File: config.mk
export PLATFORM = sky130hd
export DESIGN_NAME = instr_field_decoder
export DESIGN_NICKNAME = d
export VERILOG_FILES = /design/src/hdl/decode_pkg.sv /design/src/hdl/instr_field_decoder.sv
export VERILOG_INCLUDE_DIRS = /design/src /design/src/include
export SDC_FILE = /design/constraint.sdc
export NUM_CORES = 1
export LEC_CHECK = 0
export BUFFER_PORTS_ARGS = -buffer_cell sky130_fd_sc_hd__buf_2
export CORE_MARGIN = 2
export CORE_UTILIZATION = 42
export DETAILED_ROUTE_END_ITERATION = 10
export PLACE_DENSITY = 0.95
export SLEW_MARGIN = 20
export SYNTH_ARGS = -nofsm -noshare
export SYNTH_HDL_FRONTEND = slang
export SYNTH_SLANG_ARGS = --single-unit
File: constraint.sdc
create_clock -name vclk -period 3.75
set_input_delay 0.375 -clock vclk [all_inputs]
set_output_delay 0.375 -clock vclk [all_outputs]
set_load 0.005 [all_outputs]
File: src/include/decode_config.svh
// width and encoding macros for the decode stage
`ifndef DECODE_CONFIG_SVH
`define DECODE_CONFIG_SVH

// register and operand width
`define DATA_W 64

// instruction word width, also the width of the decoded immediate
`define INSTR_W 32

// register number width
`define REG_IDX_W 5

// entries in the integer register file
`define REG_COUNT 32

// decoded op code, funct3 sitting above the 7-bit major opcode
`define OP_W 10

// op code carried by a bubble
// funct3 zero on the FENCE major opcode
`define NOP_OP 10'b000_0001111

`endif

File: src/hdl/decode_pkg.sv
// major opcode enumeration and packed record types of the decode stage
`include "decode_config.svh"

package decode_pkg;

    // major opcodes of the base integer set
    // named after the format they select
    typedef enum logic [6:0] {
        opc_r        = 7'b0110011,
        opc_r_word   = 7'b0111011,
        opc_jalr     = 7'b1100111,
        opc_load     = 7'b0000011,
        opc_imm      = 7'b0010011,
        opc_imm_word = 7'b0011011,
        opc_store    = 7'b0100011,
        opc_branch   = 7'b1100011,
        opc_lui      = 7'b0110111,
        opc_auipc    = 7'b0010111,
        opc_jal      = 7'b1101111,
        opc_fence    = 7'b0001111,
        opc_system   = 7'b1110011
    } opcode_e;

    // combinational result of the field decoder
    typedef struct packed {
        logic [`REG_IDX_W-1:0] rs1;
        logic [`REG_IDX_W-1:0] rs2;
        logic [`REG_IDX_W-1:0] rd;
        logic [`OP_W-1:0]      op;
        // sign-extended except for U format
        logic [`INSTR_W-1:0]   imm;
        logic                  uses_rs1;
        logic                  uses_rs2;
        // major opcode is one of the thirteen above
        logic                  known;
    } decoded_instr_t;

    // write-back port into the register file
    typedef struct packed {
        logic                  en;
        logic [`REG_IDX_W-1:0] rd;
        logic [`DATA_W-1:0]    data;
    } wb_write_t;

    // registered decode output record
    typedef struct packed {
        logic                  valid;
        logic [`DATA_W-1:0]    pc;
        logic [`INSTR_W-1:0]   instr;
        logic [`REG_IDX_W-1:0] rd;
        logic [`REG_IDX_W-1:0] rs1;
        logic [`OP_W-1:0]      op;
        logic [`INSTR_W-1:0]   imm;
        logic [`DATA_W-1:0]    data_a;
        logic [`DATA_W-1:0]    data_b;
    } decode_out_t;

endpackage

File: src/hdl/instr_field_decoder.sv
// combinational instruction field decoder with register numbers, immediate and op code
`timescale 1ns/1ps
`include "decode_config.svh"

module instr_field_decoder (
    input  logic [`INSTR_W-1:0]        instr,
    output decode_pkg::decoded_instr_t dec
);
    import decode_pkg::*;

    // raw fields, fixed positions in every format
    opcode_e               major;
    logic [2:0]            funct3;
    logic [`REG_IDX_W-1:0] rs1_f;
    logic [`REG_IDX_W-1:0] rs2_f;
    logic [`REG_IDX_W-1:0] rd_f;

    // one candidate immediate per format
    logic [`INSTR_W-1:0] imm_i;
    logic [`INSTR_W-1:0] imm_s;
    logic [`INSTR_W-1:0] imm_b;
    logic [`INSTR_W-1:0] imm_u;
    logic [`INSTR_W-1:0] imm_j;

    // unlisted encodings fall through to the default arm
    assign major  = opcode_e'(instr[6:0]);
    assign funct3 = instr[14:12];
    assign rs1_f  = instr[19:15];
    assign rs2_f  = instr[24:20];
    assign rd_f   = instr[11:7];

    // I format, 12 bits straight from the top
    assign imm_i = {{20{instr[31]}}, instr[31:20]};

    // S format, split around rd position
    assign imm_s = {{20{instr[31]}}, instr[31:25], instr[11:7]};

    // B format, halfword offset so bit 0 is zero
    assign imm_b = {{19{instr[31]}}, instr[31], instr[7], instr[30:25],
                    instr[11:8], 1'b0};

    // U format, upper 20 bits, no extension needed at 32 bits
    assign imm_u = {instr[31:12], 12'b0};

    // J format, scrambled 20-bit offset, halfword aligned
    assign imm_j = {{11{instr[31]}}, instr[31], instr[19:12], instr[20],
                    instr[30:21], 1'b0};

    always_comb begin
        // start from nothing read and nothing written
        dec     = '0;
        dec.op  = {funct3, instr[6:0]};

        case (major)
            // register-register, full and word width
            opc_r, opc_r_word: begin
                dec.rs1      = rs1_f;
                dec.rs2      = rs2_f;
                dec.rd       = rd_f;
                dec.uses_rs1 = 1'b1;
                dec.uses_rs2 = 1'b1;
                dec.known    = 1'b1;
            end

            // I format group
            // rs2 slot holds immediate bits here, never a register
            opc_jalr, opc_load, opc_imm, opc_imm_word, opc_system: begin
                dec.rs1      = rs1_f;
                dec.rd       = rd_f;
                dec.imm      = imm_i;
                dec.uses_rs1 = 1'b1;
                dec.known    = 1'b1;
            end

            // store, base in rs1 and data in rs2, no destination
            opc_store: begin
                dec.rs1      = rs1_f;
                dec.rs2      = rs2_f;
                dec.imm      = imm_s;
                dec.uses_rs1 = 1'b1;
                dec.uses_rs2 = 1'b1;
                dec.known    = 1'b1;
            end

            // conditional branch compares rs1 with rs2
            opc_branch: begin
                dec.rs1      = rs1_f;
                dec.rs2      = rs2_f;
                dec.imm      = imm_b;
                dec.uses_rs1 = 1'b1;
                dec.uses_rs2 = 1'b1;
                dec.known    = 1'b1;
            end

            // upper immediates, no funct3 field in this format
            opc_lui, opc_auipc: begin
                dec.rd    = rd_f;
                dec.op    = {3'b000, instr[6:0]};
                dec.imm   = imm_u;
                dec.known = 1'b1;
            end

            // jump and link, destination only
            opc_jal: begin
                dec.rd    = rd_f;
                dec.op    = {3'b000, instr[6:0]};
                dec.imm   = imm_j;
                dec.known = 1'b1;
            end

            // fence carries pred/succ bits in the I slot
            // no register read or written
            opc_fence: begin
                dec.imm   = imm_i;
                dec.known = 1'b1;
            end

            // unknown major opcode, everything stays cleared
            default: begin
                dec.known = 1'b0;
            end
        endcase
    end

    // unknown opcode must never claim a source, or it could raise a stall
    always_comb begin
        assert (dec.known || !(dec.uses_rs1 || dec.uses_rs2))
            else $error("source-use flag set on unknown opcode %h", instr[6:0]);
    end

endmodule

== Word level (Yosys, flattened, before mapping) ==
Index checks and enable logic that the tools add are counted.
W data, S select, Z words.

* Eq/ne operators: 13
* Muxes and demuxes: 8
* Reduce and logical (&&, ||, !) cells: 7

{| class="wikitable"
|+ Operator list
! operator !! count
|-
| $pmux W32 S5 || 1
|-
| $eq A7 B6 Y1 const B || 4
|-
| $eq A7 B7 Y1 const B || 4
|-
| $eq A7 B5 Y1 const B || 3
|-
| $mux W5 || 3
|-
| $reduce_or A13 Y1 || 1
|-
| $mux W10 || 1
|-
| $reduce_or A10 Y1 || 1
|-
| $reduce_or A9 Y1 || 1
|-
| $eq A7 B2 Y1 const B || 1
|-
| $eq A7 B4 Y1 const B || 1
|-
| $reduce_or A6 Y1 || 1
|-
| $reduce_or A4 Y1 || 1
|-
| $mux W1 || 3
|-
| $reduce_or A3 Y1 || 1
|-
| $reduce_or A2 Y1 || 1
|}

* Flip-flop bits (word level): 0
* Input bits: 32
* Output and inout port bits: 60
* Word-level logic and storage cells: 28

== Longest topological paths before layout ==
Gate-level depths: netlist (run 1).

* Depth after elaboration: 3
* Mapped depth: 6
* Gate-level depth less buffers: 4

== Worst setup path before layout (run 1) ==
OpenSTA, ideal clock, no wires.

* Path kind: input -> output
* Start point: input instr[3]
* End point: output dec[14] (netlist bit)
* Data arrival time: 1445 ps
* Data required time: 3375 ps
* Setup slack: 1930 ps
* Stages: 5
* Buffers on the path: 1
* Cells stage by stage: buf_6 -> or3b_4 -> a2111oi_4 -> a221oi_1 -> nor2_1

{| class="wikitable"
|+ RTL lines
! item !! RTL line !! source
|-
| from (decl) || instr_field_decoder.sv:6 || <nowiki>input logic [`INSTR_W-1:0] instr,</nowiki>
|-
| to (decl) || instr_field_decoder.sv:7 || <nowiki>output decode_pkg::decoded_instr_t dec</nowiki>
|}

==> results.cfg, run 1 <==
[outcome]
outcome = finished, final reports clean

[cells_and_area]
final_util = 0.605
final_nets = 252
n_clock_buffer = 0
seq_cell_count = 0
diodes = 0
fin_cells = 246
final_area_um2 = 1330
regArea_um2 = 0
areaGrowthSynthToFinish_pct = 38.2
drive_gt1_frac = 0.459

[timing]
tightest_slew_ns = 0.894
post-route-min-period_ns = 2.44
hold_violations = 0
maxSlewViolCount = 0
fmax_mhz = 411
setup_viol = 0
rsz0062_at_grt = no
timing.hold.ws_ns = 0.949
finalSetupTns_ns = 0
period_share = 0.649
maxSlewHeadroom = 0.401

[power_and_ir_drop]
power_frac_clock = 0
switching_share = 0.571
power_frac_seq = 0
powerDensity_nw_per_um2 = 83.2
power_leakage_nw = 0.800
p_int_mw = 0.0473
power_switching_mw = 0.0631
ir_worst_vdd_mv = 0.0512
pwr-share-comb = 1.000

[job]
cap_violations = 0

[setup_path]
cp-start-kind = input pin
endpoint_kind = output pin
arrival_ns = 2.06
slowest_delay_ns = 0.75
path_common_cell = buf_2
crit_type = in -> out
critPathBufInv = 2
crit_family = compound AO/OA/AOI/OAI gates
critPathRequiredTime_ns = 3.38
cp_max_fo = 22
path_cells = buf_2 -> nor2b_1 -> o21bai_1 -> a31oi_1 -> a21o_1 -> buf_2
crit_slowest_cell = a31oi_1

[placed_design]
dp_hpwl_um = 2430
globalplace.congestion = 0.896
place_area_um2 = 1330
dp_cells = 246
io_buffers = 92

[logic_synthesis]
yosysWarnings = 0
yosysSeqAreaShare = 0
mappedNetlistNets = 178
ys_types = 41
syn-cell-area_um2 = 960
syn_area_per_cell_um2 = 6.57
postSynthCellCount = 146

[clock_tree]
postCtsSetupBuffers = 0
cts_resized = 0
hold_buffers = 0

[detailed_routing]
drc = 0
vias = 1360
routed_wl_um = 3040
drt.antenna.violating_nets = 0
routedWlPerCell_um = 12.4
vias_per_cell = 5.53
drt-pass1-iter-count = 4
drt_iter0_drc = 36

[global_route]
grt_max_degree = 23
track_usage = 0.223
grt_pass1_vias = 1162
grt_pass1_wl_um = 4910
grt_overflow = 0
antenna_found_initial = 0

[hold_path]
holdCritStartpoint = instr[0]
hold_depth = 2
hold_end = dec[35]
hp-class = in -> out

[floorplanning]
pin_count = 92
die-area_um2 = 2680
core_um2 = 2190
dieWidth_um = 51.8
rows = 17
dieHeight_um = 51.8
initial_core_util = 0.438
==> power by group through the flow <==
stage | Combinational (mW) | Sequential, mW | Clock, mW
final | 0.110 | 0 | 0
after global routing | 0.123 | 0 | 0
after CTS | 0.110 | 0 | 0
after detailed placement | 0.110 | 0 | 0
after global placement | 0.108 | 0 | 0
after floorplan | 0.0720 | 0 | 0
==> worst max-delay path by stage <==
stage | cells past startpoint | endpoint | startpoint
2_1_floorplan | 5 | dec[14] | instr[3]
3_3_place_gp | 6 | dec[28] | instr[2]
3_5_place_dp | 6 | dec[23] | instr[2]
4_1_cts | 6 | dec[23] | instr[2]
5_1_grt | 6 | dec[29] | instr[2]
6_report | 6 | dec[23] | instr[2]
==> cell usage in the layout, fill, tap and decap left out, types with 2 or more instances in the layout <==
cell,Yosys,final
nor2b_1,3,3
a31oi_1,3,3
o31ai_1,2,2
nand2_1,15,15
o21ai_1,3,3
nand4b_1,2,2
o2bb2ai_1,2,2
nor4_1,2,2
o21ai_0,2,2
and3b_1,2,2
a21oi_1,12,12
buf_2,7,92
xnor2_1,2,2
inv_1,2,2
a21o_1,11,11
nor2_1,9,9
and3_1,6,6
a32o_1,5,5
nor3_1,3,3
nand3_1,3,3
inv_2,2,2
and2_1,14,14
nor3b_1,6,6
==> Yosys cell counts, types with 5 or more instances <==
library cell | number | share of area
nand2_1 | 15 | 0.059
and2_1 | 14 | 0.091
a21oi_1 | 12 | 0.063
a21o_1 | 11 | 0.086
nor2_1 | 9 | 0.035
buf_4 | 8 | 0.063
buf_2 | 7 | 0.037
and3_1 | 6 | 0.039
nor3b_1 | 6 | 0.047
a32o_1 | 5 | 0.052
==> final cells by class <==
cell class | instances | area [um^2]
fill | 217 | 865
tap | 28 | 35.0
multi-input combinational | 122 | 816
inverter | 4 | 15.0
timing repair buffer | 92 | 460
==> per-stage QoR <==
stage	power [mW]	setup slack, ns
final	0.110	1.31
after global routing	0.123	1.10
after CTS	0.110	1.33
after detailed placement	0.110	1.33
after global placement	0.108	1.43
after floorplan	0.0720	1.93
==> logic make-up (layout without fill, tap and decap cells) <==
family                 count (synthesis)  in the layout  synth area share
buffers and inverters                 24             96             0.150
AND/OR/NAND/NOR                       69             69             0.415
multiplexers                           1              1            0.0104
AO/OA/AOI/OAI                         50             50             0.407
XOR/XNOR                               2              2            0.0183
==> routing by layer <==
| metal | vias to the layer above | wire length (um) | GRT usage |
|---|---|---|---|
| met4 | 0 | 0 | 0.00877 |
| met2 | 68 | 1520 | 0.415 |
| met5 | - | 0 | 0 |
| met3 | 0 | 224 | 0.0115 |
| met1 | 612 | 1290 | 0.295 |
| li1 | 680 | - | - |
Power figures use the tool's default switching activity.
==> run 2: changes to the inputs <==
--- a/config.mk
+++ b/config.mk
@@ -8,7 +8,7 @@
 export LEC_CHECK = 0
 export BUFFER_PORTS_ARGS = -buffer_cell sky130_fd_sc_hd__buf_2
 export CORE_MARGIN = 2
-export CORE_UTILIZATION = 42
+export CORE_UTILIZATION = 39
 export DETAILED_ROUTE_END_ITERATION = 10
 export PLACE_DENSITY = 0.95
 export SLEW_MARGIN = 20
==> constraint.sdc (replaced) <==
create_clock -name vclk -period 2.25
set_input_delay 0.225 -clock vclk [all_inputs]
set_output_delay 0.225 -clock vclk [all_outputs]
set_load 0.005 [all_outputs]
==> results.cfg, run 2 (synthesis results as in run 1) <==
[outcome]
outcome = finished, final reports clean

[cells_and_area]
n_clock_buffer = 0
final_nets = 258
drive_gt1_frac = 0.478
seq_cell_count = 0
layout.cells.most_common_list = buf_2 (92), nand2_1 (15), and2_1 (14)
fillers = 235
areaGrowthSynthToFinish_pct = 43.5
diodes = 0
regArea_um2 = 0
final_util = 0.605
final_common_cell = buf_2

[timing]
timing.final.ws_setup_ns = 0.318
maxSlewHeadroom = 0.610
hold_violations = 0
fmax_mhz = 518
rsz0062_at_grt = no
timing.hold.ws_ns = 0.647
setup_viol = 0
tightest_slew_ns = 0.580
finalSetupTns_ns = 0
maxSlewViolCount = 0
period_share = 0.859
post-route-min-period_ns = 1.93

[detailed_routing]
drt-pass1-iter-count = 4
vias = 1360
routed_wl_um = 3210
drt_iter0_drc = 25
routedWlPerCell_um = 12.7
drt.antenna.violating_nets = 0
vias_per_cell = 5.40
drc = 0

[setup_path]
critPathRequiredTime_ns = 2.03
slowest_delay_ns = 0.41
crit_family = simple AND/OR/NAND/NOR gates
cp_max_fo = 13
cp-startpoint = instr[2]
critPathBufInv = 3
endpoint = dec[14]
crit_slowest_cell = a2111oi_4
arrival_ns = 1.71
path_common_cell = buf_2
crit_type = in -> out
crit_cells = 7
path_cells = buf_2 -> buf_4 -> or3b_4 -> a2111oi_4 -> a221oi_1 -> nor2_1 -> buf_2
cp-start-kind = input pin
endpoint_kind = output pin

[clock_tree]
hold_buffers = 0
cts_resized = 0
postCtsSetupBuffers = 0

[floorplanning]
core_um2 = 2280
rows = 17
die-area_um2 = 2870
dieWidth_um = 53.6
pin_count = 92
initial_core_util = 0.422
dieHeight_um = 53.6

[global_route]
antenna_found_initial = 0
grt_overflow = 0
track_usage = 0.215
grt_pass1_vias = 1106
grt_max_degree = 22
grt_pass1_wl_um = 4820

[power_and_ir_drop]
ir_worst_vdd_mv = 0.0939
power_leakage_nw = 0.829
powerDensity_nw_per_um2 = 140

[placed_design]
io_buffers = 92
place_ws_ns = 0.182
globalplace.congestion = 0.873
dp_hpwl_um = 2670

[job]
cap_violations = 0

[hold_path]
hp-class = in -> out
-- run 2: how the worst min path moves through the flow --
| stage | cells past startpoint | slack [ns] | endpoint | startpoint |
|---|---|---|---|---|
| floorplan | 1 | 0.53 | dec[35] | instr[0] |
| global placement | 2 | 0.64 | dec[35] | instr[0] |
| detailed placement | 2 | 0.64 | dec[36] | instr[1] |
| CTS | 2 | 0.64 | dec[36] | instr[1] |
| global route | 2 | 0.66 | dec[36] | instr[1] |
| finish | 2 | 0.65 | dec[35] | instr[0] |
-- run 2: layout make-up --
cell class                 count  area (um^2)  share of cell area
multi-input combinational    122          822               0.597
tap                           28         35.0              0.0254
inverter                       4         15.0              0.0109
timing repair buffer          98          505               0.367
-- run 2: layer usage --
metal  share of wire  up-vias  routed length, um  track usage
li1                -      692                  -            -
met1            0.42      609               1360        0.290
met2            0.50       55               1620        0.387
met3           0.064        4                206       0.0139
met4          0.0084        0                 27       0.0214
met5               0        -                  0            0
-- run 2: through the flow --
stage	area (um^2)	power (mW)	instances
2_1_floorplan	960	0.120	146
3_3_place_gp	1370	0.188	252
3_5_place_dp	1370	0.191	252
4_1_cts	1370	0.192	252
5_1_grt	1380	0.214	252
6_report	1380	0.193	252
-- run 2: power by group --
part	switching [mW]	leakage (nW)	internal (mW)
clock network	0	0	0
registers	0	0	0
logic	0.108	0.829	0.0850
==> run 3: changes to the inputs <==
--- a/config.mk
+++ b/config.mk
@@ -6,12 +6,13 @@
 export SDC_FILE = /design/constraint.sdc
 export NUM_CORES = 1
 export LEC_CHECK = 0
+export ABC_AREA = 1
 export BUFFER_PORTS_ARGS = -buffer_cell sky130_fd_sc_hd__buf_2
 export CORE_MARGIN = 2
-export CORE_UTILIZATION = 39
+export CORE_UTILIZATION = 38
 export DETAILED_ROUTE_END_ITERATION = 10
 export PLACE_DENSITY = 0.95
-export SLEW_MARGIN = 20
+export SLEW_MARGIN = 15
 export SYNTH_ARGS = -nofsm -noshare
 export SYNTH_HDL_FRONTEND = slang
 export SYNTH_SLANG_ARGS = --single-unit
==> results.cfg, run 3 <==
[detailed_routing]
vias_per_cell = 4.55
drt.antenna.violating_nets = 0
routed_wl_um = 2760
drt-pass1-iter-count = 4
routedWlPerCell_um = 9.37
drc = 0
drt_iter0_drc = 31
vias = 1339

[floorplanning]
pin_count = 92
initial_core_util = 0.408
core_um2 = 2230
rows = 17
dieHeight_um = 53.0
dieWidth_um = 53.0
die-area_um2 = 2800

[cells_and_area]
fin_cells = 294
regArea_um2 = 0
diodes = 0
fillers = 239
layout.cells.most_common_list = buf_2 (92), nand2_1 (52), inv_1 (45)
final_common_cell = buf_2
drive_gt1_frac = 0.436
final_nets = 300
multi_input_area_um2 = 641
n_clock_buffer = 0
final_util = 0.594
seq_cell_count = 0
areaGrowthSynthToFinish_pct = 45.7

[placed_design]
globalplace.congestion = 0.861
io_buffers = 92
dp_cells = 294
dp_hpwl_um = 2400

[power_and_ir_drop]
ir_worst_vdd_mv = 0.0614
powerDensity_nw_per_um2 = 104
p_total_mw = 0.138
power_leakage_nw = 1.09

[logic_synthesis]
syn-cell-area_um2 = 911
synth.area.top_cells = nand2_1 (21%), inv_1 (19%), nand3_1 (7.7%)
mappedNetlistNets = 216
synth_commonest_cells = nand2_1 (52), inv_1 (45), nand3_1 (14), nor2_1 (14), o21ai_0 (12)
postSynthCellCount = 184
netlist.area_leader.share = 0.214
synth_top_area_cell = nand2_1
ys_types = 20
yosysSeqAreaShare = 0
yosysMostFrequentCell = nand2_1
yosysWarnings = 0
syn_area_per_cell_um2 = 4.95

[clock_tree]
hold_buffers = 0
cts_resized = 0
postCtsSetupBuffers = 0

[timing]
tightest_slew_ns = 0.389
finalSetupTns_ns = 0
maxSlewHeadroom = 0.741
period_share = 0.768
hold_violations = 0
fmax_mhz = 579
rsz0062_at_grt = no
maxSlewViolCount = 0
setup_viol = 0
post-route-min-period_ns = 1.73

[global_route]
grt_max_degree = 20
antenna_found_initial = 0
track_usage = 0.192
grt_pass1_wl_um = 4270
grt_overflow = 0
grt_pass1_vias = 1083

[outcome]
outcome = finished, final reports clean

[setup_path]
crit_type = in -> out
endpoint_kind = output pin
critPathRequiredTime_ns = 2.03
arrival_ns = 1.50
cp-start-kind = input pin
cp_max_fo = 12

[hold_path]
hp-class = in -> out
hold_depth = 2

[job]
cap_violations = 0
==> run 3: cell types whose count changed after synthesis, sizes merged, moves of 7 or more <==
cell,delta
nor2,+11
buf,-7
a21oi,-13
nand3,+12
a21o,-11
inv,+44
nand2,+49
and2,-14
o21ai,+8
==> run 3: where the power goes <==
group,switching [mW],internal [mW],total [mW]
Sequential,0,0,0
Clock,0,0,0
Combinational,0.0760,0.0616,0.138
==> run 3: layout make-up <==
| class | count | area share |
|---|---|---|
| multi-input combinational | 124 | 0.483 |
| timing repair buffer | 93 | 0.352 |
| inverter | 49 | 0.139 |
| tap | 28 | 0.0264 |
==> run 3: kinds of logic after synthesis <==
| logic type | after synthesis | synth area share |
|---|---|---|
| AND/OR/NAND/NOR | 104 | 0.571 |
| buffers and inverters | 60 | 0.297 |
| AO/OA/AOI/OAI | 20 | 0.132 |
==> run 3: worst paths after layout <==
path,from,slack (ns),endpoint
worst max-delay path,instr[3],0.52,dec[45]
worst min-delay path,instr[0],0.64,dec[35]
==> run 3: critical path: stages <==
cell,delay [ns]
buf_2,0.13
inv_1,0.06
nand2_1,0.04
nor2_1,0.14
nand3_1,0.13
nand2_1,0.32
inv_2,0.11
a21boi_0,0.20
buf_2,0.14
==> run 3: stage by stage <==
| step | hold slack, ns | setup WS (ns) | area [um^2] |
|---|---|---|---|
| global placement | 0.645 | 0.577 | 1330 |
| floorplan | 0.521 | 0.971 | 911 |
| global route | 0.660 | 0.370 | 1330 |
| detailed placement | 0.647 | 0.523 | 1330 |
| CTS | 0.648 | 0.515 | 1330 |
| finish | 0.645 | 0.522 | 1330 |
==> run 3: metal layers <==
metal / global-route usage / share of wire / vias to the layer above
li1: - / - / 704
met1: 0.239 / 0.41 / 569
met2: 0.373 / 0.49 / 66
met3: 0.0141 / 0.098 / 0
met4: 0.00427 / 0 / 0
met5: 0 / 0 / -
